<file path="config.mk">
export PLATFORM = sky130hd
export DESIGN_NAME = commit_agg
export DESIGN_NICKNAME = d
export VERILOG_FILES = /design/src/hw/commit_agg.sv
export VERILOG_INCLUDE_DIRS = /design/src /design/src/hw
export SDC_FILE = /design/constraint.sdc
export NUM_CORES = 1
export LEC_CHECK = 0
export BUFFER_PORTS_ARGS = -buffer_cell sky130_fd_sc_hd__buf_2
export CAP_MARGIN = 20
export CORE_AREA = 2 2 39 41
export CTS_BUF_LIST = sky130_fd_sc_hd__clkbuf_4
export CTS_CLUSTER_SIZE = 14
export DETAILED_ROUTE_END_ITERATION = 10
export DIE_AREA = 0 0 41 43
export SLEW_MARGIN = 25
export SYNTH_ARGS = -nofsm -noshare
export SYNTH_HDL_FRONTEND = slang
export SYNTH_SLANG_ARGS = --single-unit
</file>
<file path="constraint.sdc">
create_clock -name clock -period 3.5 [get_ports clock]
set_clock_uncertainty 0.1 [all_clocks]
set_input_delay 0.175 -clock clock [delete_from_list [all_inputs] [get_ports clock]]
set_output_delay 0.175 -clock clock [all_outputs]
set_load 0.02 [all_outputs]
</file>
<file path="src/hw/blas_macros.svh">
// Size macros for data width, lane count, memory depth and issue numbering
`ifndef BLAS_MACROS_SVH
`define BLAS_MACROS_SVH

// Datapath and array size
`define BLAS_DATA_W     32
`define BLAS_NUM_LANES  2
`define BLAS_MEM_DEPTH  16

// Issue number width, wraps at 16
`define BLAS_ISSUE_W    4

// Derived index widths
`define BLAS_ADR_W      $clog2(`BLAS_MEM_DEPTH)
`define BLAS_LANE_W     $clog2(`BLAS_NUM_LANES)

`endif

</file>
<file path="src/hw/commit_agg.sv">
// Commit aggregator that merges lane termination flags into one commit per issue
`timescale 1ns/1ns
`default_nettype none
`include "blas_macros.svh"

module commit_agg (
	input  logic                        clock,
	input  logic                        rst_n,
	input  logic                        start,
	input  logic [`BLAS_NUM_LANES-1:0]  go,
	input  logic [`BLAS_NUM_LANES-1:0]  term,
	output logic                        commit_req
);

	logic [`BLAS_NUM_LANES-1:0] expect_set;
	logic [`BLAS_NUM_LANES-1:0] done_set;
	logic [`BLAS_NUM_LANES-1:0] done_next;
	logic                       pending;
	logic                       all_done;

	assign done_next = done_set | (term & expect_set);  // Ignore idle lanes
	assign all_done  = pending && (done_next == expect_set);

	always_ff @(posedge clock) begin
		if (!rst_n) begin
			expect_set <= '0;
			done_set   <= '0;
			pending    <= 1'b0;
			commit_req <= 1'b0;
		end else begin
			commit_req <= all_done;
			if (start) begin
				expect_set <= go;
				done_set   <= '0;
				pending    <= |go;
			end else if (all_done) begin
				expect_set <= '0;
				done_set   <= '0;
				pending    <= 1'b0;
			end else if (pending) begin
				done_set <= done_next;
			end
		end
	end

endmodule

`default_nettype wire

</file>
Word-level counts from Yosys, hierarchy flattened:

Index checks and enable logic that the tools add are counted.

* equal/unequal tests: 1
* mux-type cells: 4
* bitwise operators: 3
* reductions and logical operators: 4

Operators by type and width (count)
* 2-bit 2-to-1 mux: 2
* 3-bit OR reduction: 1
* 2-bit AND: 1
* 2-bit equality test: 1
* 1-bit 2-to-1 mux: 2
* 2-bit bitwise OR: 1
* 2-bit nonzero test: 1
* 2-bit OR reduction: 1
* 1-bit logical AND: 1
* 1-bit inverter: 1

* register bits: 6
* output and inout port bits: 1

Logic depth before layout (Yosys ltp):

* word-level depth: 6
* mapped depth: 4

Least setup slack after synthesis:

No wires, ideal clock.

* kind: register to register
* start point: register done_set[0]
* end point: register expect_set[0]
* setup time: 131 ps
* arrival: 946 ps
* slack: 2323 ps
* cell stages (with the launch flop): 5
* path buffers: 0
* cell sequence: dfxtp_1 inv_1 o21ai_2 a2111oi_4 o21ai_1

* cells in the longest elaborated chain, start to end: 4

Ends and longest elaborated chain
* from (decl): RTL line commit_agg.sv:16 `` logic [`BLAS_NUM_LANES-1:0] done_set; ``
* from (signal assigned): RTL line commit_agg.sv:41 `done_set <= done_next;`
* 2-bit bitwise OR: RTL line commit_agg.sv:21 `assign done_next = done_set | (term & expect_set);`
* 2-bit equality test: RTL line commit_agg.sv:22 `assign all_done = pending && (done_next == expect_set);`
* 1-bit logical AND: RTL line commit_agg.sv:22
* 2-bit nonzero test (no line)
* to (signal assigned): RTL line commit_agg.sv:33 `expect_set <= go;`
* to (decl): RTL line commit_agg.sv:15 `` logic [`BLAS_NUM_LANES-1:0] expect_set; ``

Every way passes these cells.
A chain may end at the register's enable or synchronous reset.

Worst setup path in the final report:

* start point: register pending
* end point: register expect_set[1]

* cells in the longest elaborated chain, start to end: 2

Ends and longest elaborated chain
* from (decl): RTL line commit_agg.sv:18 `logic pending;`
* from (signal assigned): RTL line commit_agg.sv:35 `pending <= |go;`
* 1-bit logical AND: RTL line commit_agg.sv:22
* 2-bit nonzero test (no line)

Every way passes these cells.

==> results.py <==
metrics = {
    "status": {
        "outcome": "finished, final reports clean",
    },
    "final_layout": {
        "antenna_cells": 0,
        "final_util_pct": 25.68,
        "drive_gt1_share_pct": 41.67,
        "area_growth_pct": 26.22,
        "nets": 45,
    },
    "floorplanning": {
        "start_util_pct": 20.34,
        "die_h_um": 43,
        "io_pins": 8,
        "core_um2": 1384,
        "dieArea_um2": 1763,
        "die_x_um": 41,
        "num_rows": 14,
    },
    "route": {
        "wl_per_cell_um": 9.808,
        "ant_nets": 0,
        "vias_per_cell": 4.365,
        "drcViolationCount": 0,
        "vias": 227,
        "first_pass_iters": 2,
        "first_iter_violations": 2,
        "wirelength_um": 510,
    },
    "critical_path": {
        "r2r-end": "expect_set[1]$_SDFFE_PN0P_",
        "start_kind": "flop",
        "cp_max_fo": 6,
        "r2r_cells": 3,
        "arrival_ns": 1.31,
        "critPathCaptureType": "flop",
        "worstSetupPathType": "reg -> reg",
        "r2r-start": "pending$_SDFFE_PN0P_",
        "cp.required_ns": 3.52,
        "reg2reg_slack_ns": 2.21,
    },
    "synth": {
        "yosys_warnings": 0,
        "yosysTopAreaCellShare_pct": 42.67,
        "syn_nets": 34,
        "synth.most_common_cell": "dfxtp_1",
        "synth.distinct_cells": 15,
        "synth-main-ff-cell": "dfxtp_1",
        "ys_top_cells_by_area": "dfxtp_1, a2111oi_4, nand3b_1",
        "synthCells": 27,
        "async_flop_share_pct": 0,
        "synth.cells.most_frequent": "dfxtp_1, nand3b_1, o21ai_1",
        "synth-edff-count": 0,
        "yosysTopAreaCell": "dfxtp_1",
        "postSynthAreaPerCell_um2": 10.43,
        "synth_area_um2": 281.5,
        "synth_seq_area_share_pct": 42.67,
        "ys_ff_latch": 6,
    },
    "cts": {
        "tritoncts": "done",
        "cts_made_buffers": 3,
        "cts_resized": 0,
        "clock_latency_ns": 0.24,
        "cts.sinks": 6,
        "htreeDepth": 1,
        "path_clk_slew_ns": 0.05,
        "ctsHoldBuffers": 0,
        "cts.root.buffer_cell": "clkbuf_4",
        "clockBufferDepth": 2,
        "cts_setup_buffers": 0,
    },
    "power": {
        "peakVddDrop_mv": 0.1429,
        "seqPwrFrac_pct": 47.6,
        "switchingPower_mw": 0.03718,
        "p_sw_share_pct": 23.87,
        "power.leakage_nw": 0.1216,
        "power_density_nw_per_um2": 438.4,
        "p_clk_share_pct": 41.2,
        "combPwrFrac_pct": 11.2,
        "internal_power_mw": 0.1186,
    },
    "placement": {
        "port_buffers": 7,
        "dpl.hpwl_um": 379.7,
        "place.gp.congestion": 0.6858,
    },
    "grt": {
        "antenna_found_initial": 0,
        "grt_max_degree": 10,
        "grt_pass1_vias": 227,
        "grt_usage_pct": 8.534,
        "grt-ovfl-total": 0,
        "grt_pass1_wl_um": 945,
    },
    "timing": {
        "finalHoldViolCount": 0,
        "fin_crit_ns": 1.293,
        "rsz0062_at_grt": "false",
        "tightest_slew_ns": 0.4166,
        "setup_tns_ns": 0,
        "finalCritPeriodShare_pct": 36.94,
        "clock.fmax_mhz": 773.4,
        "slew_headroom_pct": 72.23,
        "setup_violations": 0,
        "drv_slew": 0,
    },
    "flow_run": {
        "max_cap_viol_count": 0,
    },
    "worst_hold_path": {
        "hp-class": "in -> reg",
        "hold_path_end": "expect_set[0]$_SDFFE_PN0P_",
        "hp-start": "go[0]",
        "hold_depth": 3,
    },
}
power by group through the flow:
stage	Sequential (mW)	Combinational, mW	Clock [mW]
3_3_place_gp	0.0756	0.0176	0
6_report	0.0741	0.0174	0.0642
2_1_floorplan	0.0755	0.0104	0
4_1_cts	0.0742	0.0176	0.0676
3_5_place_dp	0.0754	0.0176	0
5_1_grt	0.0744	0.0196	0.0697
worst max-delay path by stage:
stage / startpoint / to / slack (ns) / cells after the start
after floorplan: done_set[0]$_SDFFE_PP0P_ / expect_set[0]$_SDFFE_PN0P_ / 2.32 / 4
after global placement: pending$_SDFFE_PN0P_ / expect_set[1]$_SDFFE_PN0P_ / 2.20 / 3
after detailed placement: pending$_SDFFE_PN0P_ / pending$_SDFFE_PN0P_ / 2.20 / 3
after CTS: pending$_SDFFE_PN0P_ / expect_set[1]$_SDFFE_PN0P_ / 2.20 / 3
after global routing: pending$_SDFFE_PN0P_ / pending$_SDFFE_PN0P_ / 2.11 / 3
final: pending$_SDFFE_PN0P_ / expect_set[1]$_SDFFE_PN0P_ / 2.21 / 3
worst max-delay path, cell delays in order, from the launching register on:
cell       delay (ns)
dfxtp_1          0.39
o21ai_2          0.09
a2111oi_4        0.46
o21ai_1          0.12
layout by cell type (no fill, tap or decap), types with 2 or more instances in the layout:
cell      synthesis  layout
nand3_1           2       2
nand3b_1          3       3
o21ai_1           3       3
a31oi_1           2       2
nor4b_1           2       2
buf_2             0       7
clkbuf_4          0       3
dfxtp_1           6       6
area by class of cell:
cell class,instances,area (um^2)
inverter,2,7.507
fill,152,1028
sequential,6,120.1
timing repair buffer,7,35.03
clock buffer,3,22.52
multi-input combinational,18,150.1
tap,16,20.02
sequential cells by signal (all words and copies together) (netlist names):
register,count
expect_set,2
pending,1
commit_req,1
done_set,2
metal layers:
metal | part of all wire, % | track usage [%]
met3 | 5.3 | 6.283
met1 | 51 | 9.646
met4 | 1.2 | 6.000
met5 | 0 | 0
met2 | 42 | 10.63
metrics by stage:
step | std cells | total power [mW] | area [um^2] | hold WS (ns) | worst slack, ns
floorplan | 27 | 0.08594 | 281.5 | 0.1517 | 2.324
global placement | 49 | 0.09316 | 332.8 | 0.3350 | 2.196
detailed placement | 49 | 0.09300 | 332.8 | 0.3328 | 2.201
CTS | 52 | 0.1593 | 355.3 | 0.07016 | 2.198
global route | 52 | 0.1637 | 355.3 | 0.09458 | 2.112
finish | 52 | 0.1558 | 355.3 | 0.07726 | 2.207
kinds of logic after synthesis:
family | count (synthesis) | synth area share (%)
simple gates | 10 | 28.00
flops | 6 | 42.67
compound gates | 8 | 25.33
buf+inv | 3 | 3.996
Power figures use the tool's default switching activity.
