`src/hw/blas_macros.svh`:
```
// Size macros for data width, lane count, memory depth and issue numbering
`ifndef BLAS_MACROS_SVH
`define BLAS_MACROS_SVH

// Datapath and array size
`define BLAS_DATA_W     32
`define BLAS_NUM_LANES  2
`define BLAS_MEM_DEPTH  16

// Issue number width, wraps at 16
`define BLAS_ISSUE_W    4

// Derived index widths
`define BLAS_ADR_W      $clog2(`BLAS_MEM_DEPTH)
`define BLAS_LANE_W     $clog2(`BLAS_NUM_LANES)

`endif

```
`src/hw/blas_pkg.sv`:
```
// Opcode enum and instruction word union for the engine
`default_nettype none

package blas_pkg;

	typedef enum logic [3:0] {
		OP_NOP  = 4'h0,
		OP_SETA = 4'h1,  // Load alpha from immediate
		OP_AXPY = 4'h2,
		OP_VADD = 4'h3,
		OP_VMUL = 4'h4
	} opcode_e;

	// One instruction word, decoded as vector form or scalar form
	typedef union packed {
		struct packed {
			opcode_e     op;
			logic [3:0]  dst;
			logic [3:0]  src_a;
			logic [3:0]  src_b;
			logic [3:0]  len;    // Element count minus one
			logic [11:0] pad;
		} vec;
		struct packed {
			opcode_e            op;
			logic signed [15:0] imm;
			logic [11:0]        pad;
		} scl;
	} instr_u;

endpackage

`default_nettype wire

```
`src/hw/tpu_lane.sv`:
```
// Thread lane with local data memory, element counter and arithmetic datapath
`timescale 1ns/1ns
`default_nettype none
`include "blas_macros.svh"

module tpu_lane (
	input  logic                       clock,
	input  logic                       rst_n,
	input  logic                       start,
	input  logic                       go,
	input  blas_pkg::instr_u           instr,
	input  logic [`BLAS_DATA_W-1:0]    alpha,
	output logic                       term,
	input  logic                       mem_we,
	input  logic [`BLAS_ADR_W-1:0]     mem_adr,
	input  logic [`BLAS_DATA_W-1:0]    mem_wdata,
	output logic [`BLAS_DATA_W-1:0]    mem_rdata
);

	import blas_pkg::*;

	logic [`BLAS_DATA_W-1:0] mem [`BLAS_MEM_DEPTH];

	logic                    active;
	logic [`BLAS_ADR_W-1:0]  idx;
	logic [`BLAS_ADR_W-1:0]  adr_a;
	logic [`BLAS_ADR_W-1:0]  adr_b;
	logic [`BLAS_ADR_W-1:0]  adr_d;
	logic [`BLAS_DATA_W-1:0] opa;
	logic [`BLAS_DATA_W-1:0] opb;
	logic [`BLAS_DATA_W-1:0] result;

	////////////////////////////////////////////////////////////
	// Element counter
	////////////////////////////////////////////////////////////
	always_ff @(posedge clock) begin
		if (!rst_n) begin
			active <= 1'b0;
			idx    <= '0;
		end else if (start && go) begin
			active <= 1'b1;
			idx    <= '0;
		end else if (active) begin
			if (idx == instr.vec.len)
				active <= 1'b0;
			idx <= idx + 1'b1;
		end
	end

	assign term = active && (idx == instr.vec.len);  // Last write

	////////////////////////////////////////////////////////////
	// Datapath
	////////////////////////////////////////////////////////////
	assign adr_a = instr.vec.src_a + idx;  // Base indices wrap in memory
	assign adr_b = instr.vec.src_b + idx;
	assign adr_d = instr.vec.dst + idx;

	assign opa = mem[adr_a];
	assign opb = mem[adr_b];

	always_comb begin
		case (instr.vec.op)
			OP_AXPY: result = alpha * opa + opb;
			OP_VADD: result = opa + opb;
			OP_VMUL: result = opa * opb;  // Low word of product
			default: result = opa;
		endcase
	end

	// Lane writes while running, host writes when idle
	always_ff @(posedge clock) begin
		if (active)
			mem[adr_d] <= result;
		else if (mem_we)
			mem[mem_adr] <= mem_wdata;
	end

	assign mem_rdata = mem[mem_adr];

endmodule

`default_nettype wire

```
`config.mk`:
```
export PLATFORM = sky130hd
export DESIGN_NAME = tpu_lane
export DESIGN_NICKNAME = d
export VERILOG_FILES = /design/src/hw/blas_pkg.sv /design/src/hw/tpu_lane.sv
export VERILOG_INCLUDE_DIRS = /design/src /design/src/hw
export SDC_FILE = /design/constraint.sdc
export NUM_CORES = 2
export LEC_CHECK = 0
export ABC_AREA = 0
export BUFFER_PORTS_ARGS = -buffer_cell sky130_fd_sc_hd__buf_2
export CAP_MARGIN = 20
export CORE_MARGIN = 2
export CORE_UTILIZATION = 26
export CTS_CLUSTER_SIZE = 20
export DETAILED_ROUTE_END_ITERATION = 16
export GPL_ROUTABILITY_DRIVEN = 0
export PLACE_DENSITY_LB_ADDON = 0.25
export RECOVER_POWER = 50
export SYNTH_ARGS = -nofsm -noshare
export SYNTH_HDL_FRONTEND = slang
export SYNTH_SLANG_ARGS = --single-unit
```
`constraint.sdc`:
```
create_clock -name clock -period 11.5 [get_ports clock]
set_clock_uncertainty 0.05 [all_clocks]
set_input_delay 2.3 -clock clock [delete_from_list [all_inputs] [get_ports clock]]
set_output_delay 2.3 -clock clock [all_outputs]
set_load 0.02 [all_outputs]
```
======== Yosys cells after proc, flatten, opt, wreduce, memory -nomap -nowiden ========
Memories as Yosys holds them, arrays and structs flattened.
Cells that the tools add are included.
word-level totals
  flip-flop bits (word level) ............. 5
  bits in writable memories ............... 512
  bits of input ports ..................... 105
  output and inout port bits .............. 33
  word-level logic and storage cells ...... 32
  memories ................................ 1
memories
  name  words  bits a word  rd ports  clocked after Yosys merged registers in  wr ports  line            text
  mem   16     32           3         0                                        1         tpu_lane.sv:22  logic [`BLAS_DATA_W-1:0] mem [`BLAS_MEM_DEPTH];
cells by class
  add/subtract/negate cells ............... 6
  multiply operators ...................... 2
  equality and inequality tests ........... 4
  mux-type cells .......................... 12
  bitwise logic cells ..................... 1
  reductions and logical operators ........ 4
operator list
  kind                   number
  $pmux W32 S3           1
  $add A32 B32 Y32       2
  $mul A32 B32 Y32       2
  $mux W32               1
  $reduce_or A32 Y1      1
  $add A4 B4 Y4          3
  $mux W1                9
  $eq A4 B2 Y1 const B   2
  $add A4 B1 Y4 const B  1
  $eq A4 B3 Y1 const B   1
  $eq A4 B4 Y1           1
  $mux W4                1
  $logic_and A1 B1 Y1    2
  $reduce_or A2 Y1       1
  $not A1 Y1             1

======== Longest topological paths before layout ========
An unclocked memory read counts as a cell.
  depth in word-level cells ............... 6
  mapped depth ............................ 44
  gate-level depth less buffers ........... 38

======== Least setup slack after synthesis ========
No wires, ideal clock.
  kind .................................... input to register
  start point ............................. input instr[20] (netlist name)
  end point ............................... memory mem[0][27] (netlist name) (data pin)
  library setup time ...................... 0.330 ns
  arrival ................................. 11.727 ns
  required time ........................... 11.120 ns
  slack ................................... -0.607 ns
  stages on the path ...................... 39
  buffers on the path ..................... 8
  cell sequence ........................... ha_1 fa_1 buf_4 buf_6 buf_4 buf_4 buf_2 buf_2 mux4_2 mux4_2 clkbuf_1 inv_1 clkbuf_1 nor2_1 fa_1 inv_1 fa_1 inv_1 (+3 left out) inv_1 fa_1 fa_1 fa_1 fa_1 ha_1 a21o_1 a21oi_1 nand2_1 nor3_1 nand3b_1 nand4_1 a21oi_1 o21ai_0 a21oi_1 xor2_1 o221ai_1 o21ai_0
between the ends
  word-level cells in the longest chain between the ends .. 6
  elaborated cells on any way between the ends .. 8
  classes of those cells .................. add/sub (3); mul (2); mux (2); memory (1)
RTL lines
  what                         line            text
  start: declaration           tpu_lane.sv:11  input blas_pkg::instr_u instr,
  $add A4 B4 Y4 *              tpu_lane.sv:55  assign adr_a = instr.vec.src_a + idx;
  $mem_v2 Z16 W32 *            -
  $mul A32 B32 Y32             tpu_lane.sv:64  OP_AXPY: result = alpha * opa + opb;
  $add A32 B32 Y32             tpu_lane.sv:64
  $pmux W32 S3 *               tpu_lane.sv:63  case (instr.vec.op)
  $mux W32 (no source line) *  -
  end: declaration             tpu_lane.sv:22
Mark *: on every way between the ends. The rest lies on a longest branch, timed or not.

======== Worst setup path in the final report ========
  start point ............................. input instr[21] (netlist name)
  end point ............................... memory mem[14][31] (netlist name) (data pin)
The elaborated chain is that of the path after synthesis.

==> metrics.txt <==
# TYPE chip_impl_metric gauge
chip_impl_info{name="outcome",value="complete, but fails checks"} 1
chip_impl_info{name="failed_checks",value="max-capacitance violations, max-slew violations"} 1
chip_impl_info{name="netlist_top_cells_area",value="sky130_fd_sc_hd__fa_1 27%, sky130_fd_sc_hd__edfxtp_1 24%, sky130_fd_sc_hd__mux4_2 15%, sky130_fd_sc_hd__inv_1 5.7%, sky130_fd_sc_hd__ha_1 5.7%"} 1
chip_impl_info{name="timing.hold.worst_endpoint",value="idx[3]"} 1
chip_impl_metric{name="rrSetupSlack",unit="ns"} 1.24
chip_impl_metric{name="synth-async-reset-ratio",unit=""} 0
chip_impl_metric{name="placeable_area",unit="um^2"} 240000
chip_impl_metric{name="hold_depth",unit=""} 2
chip_impl_metric{name="drt_iter0_drc",unit=""} 4084
chip_impl_metric{name="ports_placed_on_the_boundary",unit=""} 138
chip_impl_metric{name="grt_overflow",unit=""} 0
chip_impl_metric{name="drive_gt1_frac",unit=""} 0.250
chip_impl_metric{name="synthesized_netlist_cell_count",unit=""} 5529
chip_impl_metric{name="post_synth_num_cell_types",unit=""} 72
chip_impl_metric{name="post-route-drc-count",unit=""} 0
chip_impl_metric{name="seqCellArea",unit="um^2"} 15500
chip_impl_metric{name="avgRoutedWirePerCell",unit="um"} 25.7
chip_impl_metric{name="worstSkewPairLatency",unit="ns"} 0.67
chip_impl_metric{name="wire_length_of_the_first_global_routing_pass",unit="um"} 345000
chip_impl_info{name="clock_tree.root_cell",value="sky130_fd_sc_hd__clkbuf_16"} 1
chip_impl_metric{name="synth_nets",unit=""} 6772
chip_impl_metric{name="ys_ff_latch",unit=""} 517
chip_impl_metric{name="hpwl",unit="um"} 182000
chip_impl_metric{name="critPathMaxFanout",unit=""} 16
chip_impl_metric{name="ys_warn_count",unit=""} 0
chip_impl_metric{name="ctsHtreeMaxLevel",unit=""} 2
chip_impl_metric{name="finalHoldWorstSlack",unit="ns"} 0.631
chip_impl_metric{name="syn_area_per_cell",unit="um^2"} 11.4
chip_impl_metric{name="ratio_of_routed_vias_to_standard_cells",unit=""} 4.88
chip_impl_metric{name="totalWireLength",unit="um"} 240000
chip_impl_metric{name="grtUsageTotal",unit=""} 0.194
chip_impl_metric{name="max_freq",unit="GHz"} 0.0871
chip_impl_metric{name="die_area",unit="um^2"} 246000
chip_impl_info{name="synthMostInstantiatedCell",value="sky130_fd_sc_hd__inv_1"} 1
chip_impl_info{name="postSynth.topFlopCell",value="sky130_fd_sc_hd__edfxtp_1"} 1
chip_impl_metric{name="reg2reg_depth",unit=""} 38
chip_impl_metric{name="numCtsBuffers",unit=""} 54
chip_impl_metric{name="netlist.area_leader.share",unit=""} 0.271
chip_impl_metric{name="stdcell_area",unit="um^2"} 75700
chip_impl_metric{name="placed_area",unit="um^2"} 72300
chip_impl_info{name="tritoncts_clock_tree",value="done"} 1
chip_impl_metric{name="cts_sinks",unit=""} 517
chip_impl_info{name="setup.worst_path.end_class",value="register"} 1
chip_impl_info{name="worstReg2RegEnd",value="mem[14][31]"} 1
chip_impl_metric{name="vias_in_the_first_global_route",unit=""} 49000
chip_impl_metric{name="die_width",unit="um"} 496
chip_impl_info{name="synth_top_area_cell",value="sky130_fd_sc_hd__fa_1"} 1
chip_impl_metric{name="initial_utilization",unit=""} 0.261
chip_impl_metric{name="floorplan.die.height",unit="um"} 496
chip_impl_metric{name="grt_antenna_before_repair",unit=""} 20
chip_impl_metric{name="final_core_util",unit=""} 0.315
chip_impl_metric{name="area_growth_from_synthesis_to_layout",unit="%"} 20.5
chip_impl_metric{name="post_synthesis_cell_area",unit="um^2"} 62800
chip_impl_info{name="timing.critical_path.slowest_stage_cell",value="sky130_fd_sc_hd__fa_4"} 1
chip_impl_info{name="worstSetupStartpointType",value="input pin"} 1
chip_impl_metric{name="cp_data_required_time",unit="ns"} 11.85
chip_impl_metric{name="timing.slew.headroom",unit=""} -1.43
chip_impl_info{name="worst-setup-path-type",value="in -> reg"} 1
chip_impl_metric{name="cp.arrival",unit="ns"} 11.83
chip_impl_metric{name="clk_pin_slew",unit="ns"} 0.06
chip_impl_metric{name="n_fill_cell",unit=""} 24300
chip_impl_metric{name="routed-via-count",unit=""} 45600
chip_impl_metric{name="synth_edf_count",unit=""} 512
chip_impl_metric{name="synth_seq_area_share",unit=""} 0.246
chip_impl_metric{name="final.min_clock_period",unit="ns"} 11.48
chip_impl_metric{name="post-route-period-util",unit=""} 0.999
chip_impl_metric{name="area_used_by_multi_input_combinational_logic",unit="um^2"} 43200
chip_impl_metric{name="worst_path_largest_cell_delay",unit="ns"} 0.90
chip_impl_metric{name="antenna_left",unit=""} 0
chip_impl_metric{name="maxSlewViolCount",unit=""} 563
chip_impl_info{name="worst_r2r_startpoint",value="idx[0]"} 1
chip_impl_info{name="hold_start",value="idx[3]"} 1
chip_impl_info{name="worst_path_most_repeated_cell",value="sky130_fd_sc_hd__fa_1"} 1
chip_impl_metric{name="clock_path_buffers",unit=""} 3
chip_impl_metric{name="maximum_number_of_pins_on_one_net_before_global_route_repair",unit=""} 109
chip_impl_metric{name="nNetsFinal",unit=""} 7342
chip_impl_metric{name="port_buffers",unit=""} 125
chip_impl_info{name="hold_class",value="reg -> reg"} 1
chip_impl_metric{name="tns",unit="ns"} 0
chip_impl_info{name="rsz0062_at_grt",value="yes"} 1
chip_impl_metric{name="postCtsHoldBufs",unit=""} 0
chip_impl_info{name="synth.top_cells.by_count",value="962 x sky130_fd_sc_hd__inv_1, 850 x sky130_fd_sc_hd__fa_1, 629 x sky130_fd_sc_hd__nand2_1, 512 x sky130_fd_sc_hd__edfxtp_1, 417 x sky130_fd_sc_hd__mux4_2"} 1
chip_impl_metric{name="drv.max_cap_violation_count",unit=""} 25
chip_impl_metric{name="report.final.hold_viol_count",unit=""} 0
chip_impl_metric{name="floorplan.rows",unit=""} 180
chip_impl_metric{name="tightestPinTransition",unit="ns"} 3.65
chip_impl_metric{name="first_pass_iters",unit=""} 5
chip_impl_metric{name="report.final.setup_viol",unit=""} 0
[logic make-up after synthesis]
family,count (synthesis),share of synthesized area
AOI/OAI and AO/OA,383,0.0396
and+or+nand+nor,1509,0.112
DFF,517,0.246
muxes,481,0.161
xor gates and xnor gates,198,0.0302
adders and majority gates,1138,0.328
buffers and inverters,1303,0.0827
[metrics by stage]
| stage | setup slack (ns) | std cells |
|---|---|---|
| floorplan | 0.000892 | 5529 |
| global placement | -1.29 | 9158 |
| detailed placement | -1.32 | 9160 |
| CTS | -0.0212 | 9272 |
| global route | -0.210 | 9329 |
| finish | 0.0168 | 9334 |
[flip-flops by register name, summed over array words and instances, names as in the netlist]
| register | flops |
|---|---|
| idx | 4 |
| mem | 512 |
| active | 1 |
[cell type report]
class,count,share of cell area
Clock buffer,67,0.0185
Timing Repair Buffer,833,0.0998
Tap cell,3185,0.0526
Antenna cell,5,0.000165
Clock inverter,34,0.00448
Sequential cell,517,0.204
Multi-Input combinational cell,3709,0.571
Inverter,984,0.0493
[repair_timing]
action                                  4_1_cts  5_1_grt
gates resized for setup                      45      192
buffers inserted                             11       41
endpoints found under the setup margin      176      256
gates cloned                                  0       18
hold endpoints to repair                      0        0
pin swaps                                    14       74
[how the worst max path moves through the flow]
stage / startpoint / endpoint / slack, ns / cells after the start
after floorplan: instr[20] / mem[0][31] / 0.0009 / 38
after global placement: instr[20] / mem[4][29] / -1.29 / 42
after detailed placement: instr[20] / mem[1][29] / -1.32 / 42
after CTS: instr[20] / mem[14][31] / -0.02 / 37
after global routing: instr[20] / mem[10][29] / -0.21 / 40
final: instr[21] / mem[14][31] / 0.02 / 38
[critical path, delay by kind of cell]
kind / cells / cell delay (ns)
buffers and inverters: 13 / 1.58
adder cells (fa/ha/maj): 10 / 5.12
AO/OA/AOI/OAI: 6 / 0.97
AND/OR/NAND/NOR: 6 / 0.82
multiplexers: 3 / 0.96
[per-layer routing]
layer,GRT usage,share of wire
met1,0.262,0.42
met2,0.323,0.47
met3,0.0298,0.078
met4,0.0515,0.032
met5,0,0.00012
[placed cells by master, fill, tap and decap left out, types with 23 or more instances in the layout]
| cell | Yosys | final |
|---|---|---|
| sky130_fd_sc_hd__a21o_1 | 53 | 53 |
| sky130_fd_sc_hd__a21oi_1 | 98 | 77 |
| sky130_fd_sc_hd__and2_1 | 348 | 342 |
| sky130_fd_sc_hd__and3_1 | 45 | 43 |
| sky130_fd_sc_hd__buf_12 | 4 | 93 |
| sky130_fd_sc_hd__buf_2 | 34 | 120 |
| sky130_fd_sc_hd__buf_4 | 19 | 551 |
| sky130_fd_sc_hd__buf_6 | 12 | 23 |
| sky130_fd_sc_hd__clkbuf_1 | 219 | 31 |
| sky130_fd_sc_hd__clkbuf_16 | 0 | 69 |
| sky130_fd_sc_hd__edfxtp_1 | 512 | 512 |
| sky130_fd_sc_hd__fa_1 | 850 | 829 |
| sky130_fd_sc_hd__ha_1 | 288 | 267 |
| sky130_fd_sc_hd__inv_1 | 962 | 948 |
| sky130_fd_sc_hd__mux2i_1 | 49 | 34 |
| sky130_fd_sc_hd__mux4_2 | 417 | 417 |
| sky130_fd_sc_hd__nand2_1 | 629 | 624 |
| sky130_fd_sc_hd__nand2b_1 | 26 | 25 |
| sky130_fd_sc_hd__nand3_1 | 64 | 63 |
| sky130_fd_sc_hd__nor2_1 | 308 | 301 |
| sky130_fd_sc_hd__nor2b_1 | 38 | 38 |
| sky130_fd_sc_hd__o21ai_0 | 67 | 46 |
| sky130_fd_sc_hd__xnor2_1 | 139 | 130 |
| sky130_fd_sc_hd__xor2_1 | 46 | 44 |
Power is not shown: default switching activity piles up to over one toggle a cycle in this logic, so the estimate is an artifact.
