<file path="src/hw/blas_macros.svh">
// Size macros for data width, lane count, memory depth and issue numbering
`ifndef BLAS_MACROS_SVH
`define BLAS_MACROS_SVH

// Datapath and array size
`define BLAS_DATA_W     32
`define BLAS_NUM_LANES  2
`define BLAS_MEM_DEPTH  16

// Issue number width, wraps at 16
`define BLAS_ISSUE_W    4

// Derived index widths
`define BLAS_ADR_W      $clog2(`BLAS_MEM_DEPTH)
`define BLAS_LANE_W     $clog2(`BLAS_NUM_LANES)

`endif

</file>
<file path="src/hw/blas_pkg.sv">
// Opcode enum and instruction word union for the engine
`default_nettype none

package blas_pkg;

	typedef enum logic [3:0] {
		OP_NOP  = 4'h0,
		OP_SETA = 4'h1,  // Load alpha from immediate
		OP_AXPY = 4'h2,
		OP_VADD = 4'h3,
		OP_VMUL = 4'h4
	} opcode_e;

	// One instruction word, decoded as vector form or scalar form
	typedef union packed {
		struct packed {
			opcode_e     op;
			logic [3:0]  dst;
			logic [3:0]  src_a;
			logic [3:0]  src_b;
			logic [3:0]  len;    // Element count minus one
			logic [11:0] pad;
		} vec;
		struct packed {
			opcode_e            op;
			logic signed [15:0] imm;
			logic [11:0]        pad;
		} scl;
	} instr_u;

endpackage

`default_nettype wire

</file>
<file path="src/hw/blas_sequencer.sv">
// Issue control, issue numbering, scalar register, busy and commit tracking
`timescale 1ns/1ns
`default_nettype none
`include "blas_macros.svh"

module blas_sequencer (
	input  logic                          clock,
	input  logic                          rst_n,
	input  logic                          issue_req,
	input  blas_pkg::instr_u              issue_instr,
	input  logic [`BLAS_NUM_LANES-1:0]    lane_en,
	input  logic                          commit_req,
	output logic                          lane_start,
	output blas_pkg::instr_u              lane_instr,
	output logic [`BLAS_NUM_LANES-1:0]    lane_go,
	output logic [`BLAS_DATA_W-1:0]       alpha,
	output logic                          busy,
	output logic [`BLAS_ISSUE_W-1:0]      last_no,
	output logic [`BLAS_ISSUE_W-1:0]      next_no
);

	import blas_pkg::*;

	logic is_vec;
	logic dispatch;

	////////////////////////////////////////////////////////////
	// Decode
	////////////////////////////////////////////////////////////
	always_comb begin
		case (issue_instr.vec.op)
			OP_AXPY, OP_VADD, OP_VMUL: is_vec = 1'b1;
			default:                   is_vec = 1'b0;
		endcase
	end

	// Empty mask retires locally like a scalar op
	assign dispatch = issue_req && is_vec && (|lane_en);

	////////////////////////////////////////////////////////////
	// Issue and commit
	////////////////////////////////////////////////////////////
	always_ff @(posedge clock) begin
		if (!rst_n) begin
			lane_start <= 1'b0;
			lane_go    <= '0;
			alpha      <= '0;
			busy       <= 1'b0;
			last_no    <= '0;
			next_no    <= '0;
		end else begin
			lane_start <= dispatch;
			if (commit_req) begin
				busy    <= 1'b0;
				last_no <= next_no - 1'b1;  // Only one op in flight
			end
			if (issue_req) begin
				next_no <= next_no + 1'b1;
				if (!dispatch)
					last_no <= next_no;
			end
			if (dispatch) begin
				busy    <= 1'b1;
				lane_go <= lane_en;
			end
			if (issue_req && (issue_instr.scl.op == OP_SETA))
				alpha <= {{(`BLAS_DATA_W-16){issue_instr.scl.imm[15]}}, issue_instr.scl.imm};
		end
	end

	// Held stable for the lanes until the next dispatch
	always_ff @(posedge clock) begin
		if (dispatch)
			lane_instr <= issue_instr;
	end

endmodule

`default_nettype wire

</file>
<file path="config.mk">
export PLATFORM = sky130hd
export DESIGN_NAME = blas_sequencer
export DESIGN_NICKNAME = d
export VERILOG_FILES = /design/src/hw/blas_pkg.sv /design/src/hw/blas_sequencer.sv
export VERILOG_INCLUDE_DIRS = /design/src /design/src/hw
export SDC_FILE = /design/constraint.sdc
export NUM_CORES = 1
export LEC_CHECK = 0
export ABC_CLOCK_PERIOD_IN_PS = 3920
export BUFFER_PORTS_ARGS = -buffer_cell sky130_fd_sc_hd__buf_2
export CAP_MARGIN = 20
export CORE_ASPECT_RATIO = 1.75
export CORE_MARGIN = 2
export CORE_UTILIZATION = 48
export CTS_CLUSTER_SIZE = 14
export DETAILED_ROUTE_END_ITERATION = 12
export GPL_ROUTABILITY_DRIVEN = 0
export MAX_ROUTING_LAYER = met4
export PLACE_DENSITY_LB_ADDON = 0.08
export SYNTH_ARGS = -nofsm -noshare
export SYNTH_HDL_FRONTEND = slang
export SYNTH_SLANG_ARGS = --single-unit
</file>
<file path="constraint.sdc">
create_clock -name clock -period 3.92 [get_ports clock]
set_input_delay 0.392 -clock clock [delete_from_list [all_inputs] [get_ports clock]]
set_output_delay 0.392 -clock clock [all_outputs]
set_load 0.1 [all_outputs]
</file>
After elaboration in Yosys (flattened, before gate mapping)
Index checks and enable logic that the tools add are counted.
- flip-flop bits (word level): 60
- output and inout port bits: 76
- word-level logic and storage cells: 25
- add/subtract/negate cells: 2
- equality and inequality tests: 4
- muxes and demuxes: 6
- reductions and logical operators: 6
- operator list (kind ; number):
    $mux W4 ; 3
    $eq A4 B2 Y1 const B ; 2
    $add A4 B1 Y4 const B ; 1
    $eq A4 B1 Y1 const B ; 1
    $eq A4 B3 Y1 const B ; 1
    $sub A4 B1 Y4 const B ; 1
    $logic_and A1 B1 Y1 ; 3
    $mux W1 ; 3
    $reduce_or A3 Y1 ; 1
    $reduce_bool A2 Y1 ; 1
    $reduce_or A2 Y1 ; 1

Logic depth before layout (Yosys ltp)
Gate-level depths: netlist of the first run.
- depth after elaboration: 7
- gate-level depth with buffers: 6
- depth with buffers taken out: 5

Worst setup path after synthesis of the first run
Ideal clock, no wire load.
- kind: input port to flip-flop
- start: in issue_instr[28] (netlist name)
- end: reg lane_go[0]
- library setup time: 0.128 ns
- arrival time: 2.206 ns
- required time: 3.792 ns
- path slack: 1.586 ns
- stages on the path: 4
- cells stage by stage: nor2b_1 > nor4_4 > mux2i_1 > nor2_1
- cells in the longest elaborated chain, start to end: 5
- elaborated cells between the ends (all ways): 7
- classes of those cells: 3 x eq/ne; 1 x mux; 3 x reduce/logical
- ends and longest elaborated chain (item ; RTL line ; source):
    start: declaration ; blas_sequencer.sv:10 ; input blas_pkg::instr_u issue_instr,
    $eq A4 B2 Y1 or $eq A4 B3 Y1 (tied branches) ; blas_sequencer.sv:31 ; case (issue_instr.vec.op)
    $reduce_or A3 Y1 (*) ; blas_sequencer.sv:31 ;
    $mux W1 (*) ; blas_sequencer.sv:31 ;
    $logic_and A1 B1 Y1 (*) (2 in series) ; blas_sequencer.sv:38 ; assign dispatch = issue_req && is_vec && (|lane_en);
    net dispatch ; blas_sequencer.sv:25 ; logic dispatch;
    end signal: assignment ; blas_sequencer.sv:64 ; lane_go <= lane_en;
    end: declaration ; blas_sequencer.sv:15 ; output logic [`BLAS_NUM_LANES-1:0] lane_go,
The timed path passes the listed nets; every way through them passes the cells marked *.
A chain may end at the register's enable or synchronous reset.

Worst setup path after layout of the first run
- start: in issue_instr[28] (netlist name)
- end: reg lane_instr[3] (netlist name) (enable)
- cells in the longest elaborated chain, start to end: 5
- elaborated cells between the ends (all ways): 7
- classes of those cells: 3 x eq/ne; 1 x mux; 3 x reduce/logical
- ends and longest elaborated chain (item ; RTL line ; source):
    $eq A4 B2 Y1 or $eq A4 B3 Y1 (tied branches) ; blas_sequencer.sv:31 ;
    $reduce_or A3 Y1 (*) ; blas_sequencer.sv:31 ;
    $mux W1 (*) ; blas_sequencer.sv:31 ;
    $logic_and A1 B1 Y1 (*) (2 in series) ; blas_sequencer.sv:38 ;
    net dispatch ; blas_sequencer.sv:25 ;
    end signal: assignment ; blas_sequencer.sv:74 ; lane_instr <= issue_instr;
    end: declaration ; blas_sequencer.sv:14 ; output blas_pkg::instr_u lane_instr,
Marked as above.

==> results of run 1 <==
-- per-layer routing --
layer  wire [um]  vias to the layer above  share of wire, %  track usage (%)
met5           0                        -                 0                -
met4          81                        0               1.8             9.15
met3         349                        8               7.6             6.03
met2        2450                       70                54             30.8
met1        1690                      733                37             18.5
li1            -                      813                 -                -
-- report_power, final --
group	leakage [nW]	switching [W]	internal [W]
Sequential	0.518	0.0000111	0.000687
Clock	0.0867	0.000211	0.000290
Combinational	0.708	0.000231	0.0000481
Total	1.31	0.000453	0.00103
-- metrics by stage --
step / util, % / power [W] / setup slack, ps / area [um^2] / std cells
after floorplan: - / 0.000940 / 1590 / 2240 / 180
after global placement: 61.5 / 0.000991 / 1540 / 2740 / 323
after detailed placement: 61.5 / 0.000993 / 1490 / 2740 / 323
after CTS: 65.5 / 0.00149 / 1860 / 2910 / 339
after global routing: 65.5 / 0.00153 / 1770 / 2910 / 339
final: 65.5 / 0.00148 / 1880 / 2910 / 339
-- Yosys cell counts, drive strengths merged --
master,number
nand2,34
edfxtp,32
dfxtp,28
a21oi,18
buf,18
mux2i,5
nor2,5
and2,4
clkbuf,4
inv,4
nor2b,4
xnor2,3
ha,2
nand2b,2
nand3,2
nor3,2
or3,2
a22o,1
a31o,1
a31oi,1
and3,1
nand4,1
nor4,1
o211a,1
o211ai,1
o21ai,1
o41ai,1
xor2,1
-- area by class of cell --
| type | count | area, um^2 | share of cell area [%] |
|---|---|---|---|
| Tap cell | 51 | 63.8 | 2.19 |
| Clock buffer | 13 | 139 | 4.77 |
| Multi-Input combinational cell | 94 | 562 | 19.3 |
| Inverter | 4 | 15.0 | 0.516 |
| Sequential cell | 60 | 1520 | 52.3 |
| Clock inverter | 3 | 37.5 | 1.29 |
| Timing Repair Buffer | 114 | 573 | 19.7 |
-- logic make-up after synthesis --
| logic type | after synthesis |
|---|---|
| AOI/OAI and AO/OA | 25 |
| xor gates and xnor gates | 4 |
| adders and majority gates | 2 |
| buffers and inverters | 26 |
| DFF | 60 |
| muxes | 5 |
| and+or+nand+nor | 58 |
-- flip-flops by register name, summed over array words and instances (netlist names) --
signal      cells
lane_start      1
busy            1
last_no         4
alpha          16
next_no         4
lane_instr     32
lane_go         2
-- path summary, 6_finish.rpt --
kind	slack (ps)	start	to
setup reg to reg	2520	next_no[0]	last_no[2]
hold / removal	240	issue_instr[9]	lane_instr[9]
hold reg to reg	450	alpha[11]	alpha[11]
setup / recovery	1880	issue_instr[28]	lane_instr[3]
==> impl_metrics.yaml, run 1 <==
worst_setup_path:
  cp_data_required_time_ps: 3930
  crit_path_max_fanout: 21
  slowest_stage: "nor4_4"
  cp-start-kind: "input port"
  path_class: "input port to register"
  path_buf_inv: 2
  cpPeakStageDelay_ps: 940
  path_cells: "buf_2 > nor2b_1 > nor4_4 > buf_4"
  end_kind: "register"
  worst-path-stages: 4
  critPathTopFamily: "simple AND/OR/NAND/NOR gates"
  worstPathArrival_ps: 2040
  worstRegToRegCells: 5
run_status:
  status: "complete, no violations"
cts:
  postCtsSetupBuffers: 0
  clock_latency_ps: 320
  cts_buffers: 9
  cts_tree: "yes"
  clk_pin_slew_worst_paths_ps: 60
  ctsHoldBuffers: 0
  cts_root_buffer: "clkbuf_8"
  clk_path_buf_depth: 2
  ctsResizeCount: 0
  htree_levels: 3
  cts.sinks: 60
floorplan:
  ioPinCount: 114
  core-area_um2: 4440
  die_w_um: 55.7
  rows: 32
  die_h_um: 94.4
  start_util_pct: 50.5
  die_area_um2: 5260
route:
  drtIter0Drc: 14
  finalWirelength_um: 4570
  routedWlPerCell_um: 13.5
  first_pass_iters: 4
  drt-vias-per-instance: 4.79
  ant_nets: 0
  vias: 1624
  drcViolationCount: 0
synthesis:
  synth_fp_nets: 220
  synth_top_cell_area_share_pct: 42.8
  ys_warn_count: 0
  synth.area.top_cells: "edfxtp_1, dfxtp_1, nand2_1"
  avgSynthCellArea_um2: 12.5
  synth_mux_area_share_pct: 2.23
  syn_area_um2: 2240
  ys_seq_area_share_pct: 67.8
  yosys.area.top_type: "edfxtp_1"
  synth_adder_area_share_pct: 1.12
  synth-xor-area-share_pct: 1.56
  synth_compound_area_share_pct: 7.31
  post_synth_num_cell_types: 31
  ys_seq_elements: 60
  synth_top_family_by_area: "simple AND/OR/NAND/NOR gates"
  yosys.area_share.simple_pct: 12.8
  syn_inst: 180
placed_design:
  port_buffers: 113
  dp_hpwl_um: 3490
sta:
  fin_skew_ps: 3.53
  fin_setup_tns_ps: 0
  slew_violations: 0
  max_freq_mhz: 491
  tightest_slew_ps: 1050
  rsz0062_at_grt: "no"
  hold_viol_final: 0
  period_needed_ps: 2040
  min_period_over_period_pct: 52.0
  relSlewSlack_pct: 29.2
  finalSetupViolCount: 0
  whs_ps: 237
global_route:
  antenna_found_initial: 0
  overflow: 0
  first_global_vias: 1484
  grt_first_pass_wirelength_um: 7000
  grt_max_degree: 22
  grtUsageTotal_pct: 18.1
hold_path:
  whs_path_depth: 1
  min_path_type: "input port to register"
layout:
  layout.nets: 323
  diodes: 0
  fillers: 379
  mostFrequentLayoutCell: "buf_2"
  final_cell_mix: "buf_2, nand2_1, edfxtp_1"
  syn_to_final_growth_pct: 29.8
  drive_gt1_share_pct: 44.4
power_and_ir_drop:
  p_per_area_nw_per_um2: 508
  vdd_ir_drop_max_v: 0.000445
  power_leakage_nw: 1.31
job:
  drv_cap: 0
Power figures use the tool's default switching activity.
==> run 2: changes to the inputs <==
--- a/config.mk
+++ b/config.mk
@@ -6,12 +6,12 @@
 export SDC_FILE = /design/constraint.sdc
 export NUM_CORES = 1
 export LEC_CHECK = 0
-export ABC_CLOCK_PERIOD_IN_PS = 3920
+export ABC_CLOCK_PERIOD_IN_PS = 1800
 export BUFFER_PORTS_ARGS = -buffer_cell sky130_fd_sc_hd__buf_2
 export CAP_MARGIN = 20
 export CORE_ASPECT_RATIO = 1.75
 export CORE_MARGIN = 2
-export CORE_UTILIZATION = 48
+export CORE_UTILIZATION = 40
 export CTS_CLUSTER_SIZE = 14
 export DETAILED_ROUTE_END_ITERATION = 12
 export GPL_ROUTABILITY_DRIVEN = 0
==> constraint.sdc (replaced) <==
create_clock -name clock -period 1.8 [get_ports clock]
set_input_delay 0.18 -clock clock [delete_from_list [all_inputs] [get_ports clock]]
set_output_delay 0.18 -clock clock [all_outputs]
set_load 0.1 [all_outputs]
==> run 2 against run 1 <==
Via count increased by 1.9%. Sequential share of layout area is 1.3 points lower. Die area increased by 19%. Non-clock buffer count is 3 higher.
==> impl_metrics.yaml, run 2 (synthesized netlist as in run 1, its figures left out) <==
run_status:
  status: "complete, no violations"
global_route:
  first_global_vias: 1501
  grt_first_pass_wirelength_um: 7100
  antenna_found_initial: 0
  grtUsageTotal_pct: 16.5
  overflow: 0
  grt_max_degree: 33
worst_setup_path:
  critPathTopFamily: "buffers and inverters"
  end_kind: "primary output"
  slowest_stage: "buf_2"
  cpPeakStageDelay_ps: 490
  crit_path_max_fanout: 6
  cp-start-kind: "register"
  worstRegToRegCells: 5
  path_class: "register to primary output"
  path_cells: "buf_2"
  cp_data_required_time_ps: 1620
  reg2reg_slack_ps: 450
  worstPathArrival_ps: 1290
  rr_startpoint: "next_no[0]"
  reg2reg_to: "last_no[2]"
  path_buf_inv: 1
  startpoint: "next_no[2]"
power_and_ir_drop:
  p_per_area_nw_per_um2: 1090
  power.share.sequential_pct: 46.7
  pwr-share-comb_pct: 19.0
  vdd_ir_drop_max_v: 0.000502
  p_switching_w: 0.00102
  p_int_w: 0.00224
  swShare_pct: 31.2
  power.share.clock_pct: 34.3
  power_leakage_nw: 1.34
sta:
  fin_skew_ps: 3.57
  finalSetupViolCount: 0
  finalWorstSetupSlack_ps: 330
  rsz0062_at_grt: "no"
  hold_viol_final: 0
  tightest_slew_ps: 527
  fin_setup_tns_ps: 0
  period_needed_ps: 1470
  relSlewSlack_pct: 64.9
  max_freq_mhz: 680
  min_period_over_period_pct: 81.7
  slew_violations: 0
layout:
  reg_top3: "lane_instr (32), alpha (16)"
  largest_register: "lane_instr"
  largest_register_ffs: 32
  syn_to_final_growth_pct: 33.4
  drive_gt1_share_pct: 47.8
  fin_area_um2: 2990
  final_cell_mix: "buf_2, nand2_1, edfxtp_1"
  mostFrequentLayoutCell: "buf_2"
  regArea_um2: 1530
  final_util_pct: 54.4
  multiInputGateArea_um2: 564
  layout.cells.non_filler: 367
  layout.nets: 326
  fillers: 518
  diodes: 0
placed_design:
  dp_hpwl_um: 3620
  pre_cts_slack_ps: 267
  port_buffers: 113
  placed_area_um2: 2810
  dp_cells: 351
route:
  drcViolationCount: 0
  routedWlPerCell_um: 12.8
  drtIter0Drc: 29
  drt-vias-per-instance: 4.51
  vias: 1655
  first_pass_iters: 4
  finalWirelength_um: 4710
  ant_nets: 0
floorplan:
  ioPinCount: 114
  die_w_um: 60.6
  core-area_um2: 5500
  die_area_um2: 6250
  rows: 36
  start_util_pct: 40.8
  die_h_um: 103
cts:
  clk_path_buf_depth: 2
  ctsResizeCount: 0
  ctsHoldBuffers: 0
  cts_buffers: 9
  cts_tree: "yes"
  cts_root_buffer: "clkbuf_8"
  postCtsSetupBuffers: 0
  htree_levels: 3
  clk_pin_slew_worst_paths_ps: 60
  clock_latency_ps: 330
  cts.sinks: 60
hold_path:
  hold-path-endpoint: "lane_instr[10]"
  worstHoldStart: "issue_instr[10]"
  min_path_type: "input port to register"
  whs_path_depth: 1
job:
  drv_cap: 0
==> run 2: cell types whose count changed in the layout (fill, tap and decap cells not counted) <==
cell        previous run  this run
buf_12                 0         1
buf_4                  1         3
clkbuf_1               4         2
clkinv_1               2         0
clkinv_2               0         3
clkinvlp_4             0         1
dfxtp_1               28        25
dfxtp_2                0         3
nor2b_1                4         3
nor2b_2                0         1
==> run 2: layer usage <==
layer / share of wire (%) / routed length [um] / global-route usage [%]
met4: 5.1 / 242 / 14.4
met1: 34 / 1620 / 15.3
met5: 0 / 0 / -
met3: 8.7 / 412 / 3.26
met2: 52 / 2440 / 27.6
==> run 2: power by group through the flow <==
stage | clock [W] | combinational, W | sequential (W)
finish | 0.00112 | 0.000617 | 0.00152
detailed placement | 0 | 0.000621 | 0.00155
floorplan | 0 | 0.000129 | 0.00192
global placement | 0 | 0.000618 | 0.00155
CTS | 0.00115 | 0.000622 | 0.00152
global route | 0.00120 | 0.000648 | 0.00153
==> run 2: how the worst max path moves through the flow <==
stage / to / slack (ps) / cells past startpoint
floorplan: lane_go[0] / -300 / 4
global placement: last_no[2] / 270 / 5
detailed placement: last_no[2] / 270 / 5
CTS: next_no[2] / 330 / 1
global route: alpha[27] / 260 / 1
finish: next_no[2] / 330 / 1
==> run 2: stage by stage <==
step                      hold WS (ps)  power [W]
after detailed placement           359    0.00217
after CTS                         4.85    0.00330
after global placement             356    0.00217
after global routing              12.2    0.00338
final                             22.9    0.00326
after floorplan                    279    0.00205
==> run 2: cell type report <==
class | count | share of cell area, %
clock inverters | 5 | 1.76
inverters | 4 | 0.502
well taps | 76 | 3.18
clock buffers | 11 | 4.39
multi-input cells | 94 | 18.9
repair buffers | 117 | 20.3
flip-flops and latches | 60 | 51.0
==> run 2: worst reg2reg max path, stage by stage (launching register included) <==
cell and delay, ps:
dfxtp_2 420, inv_1 70, ha_1 220, a22o_1 200, and3_1 170, a31o_1 170
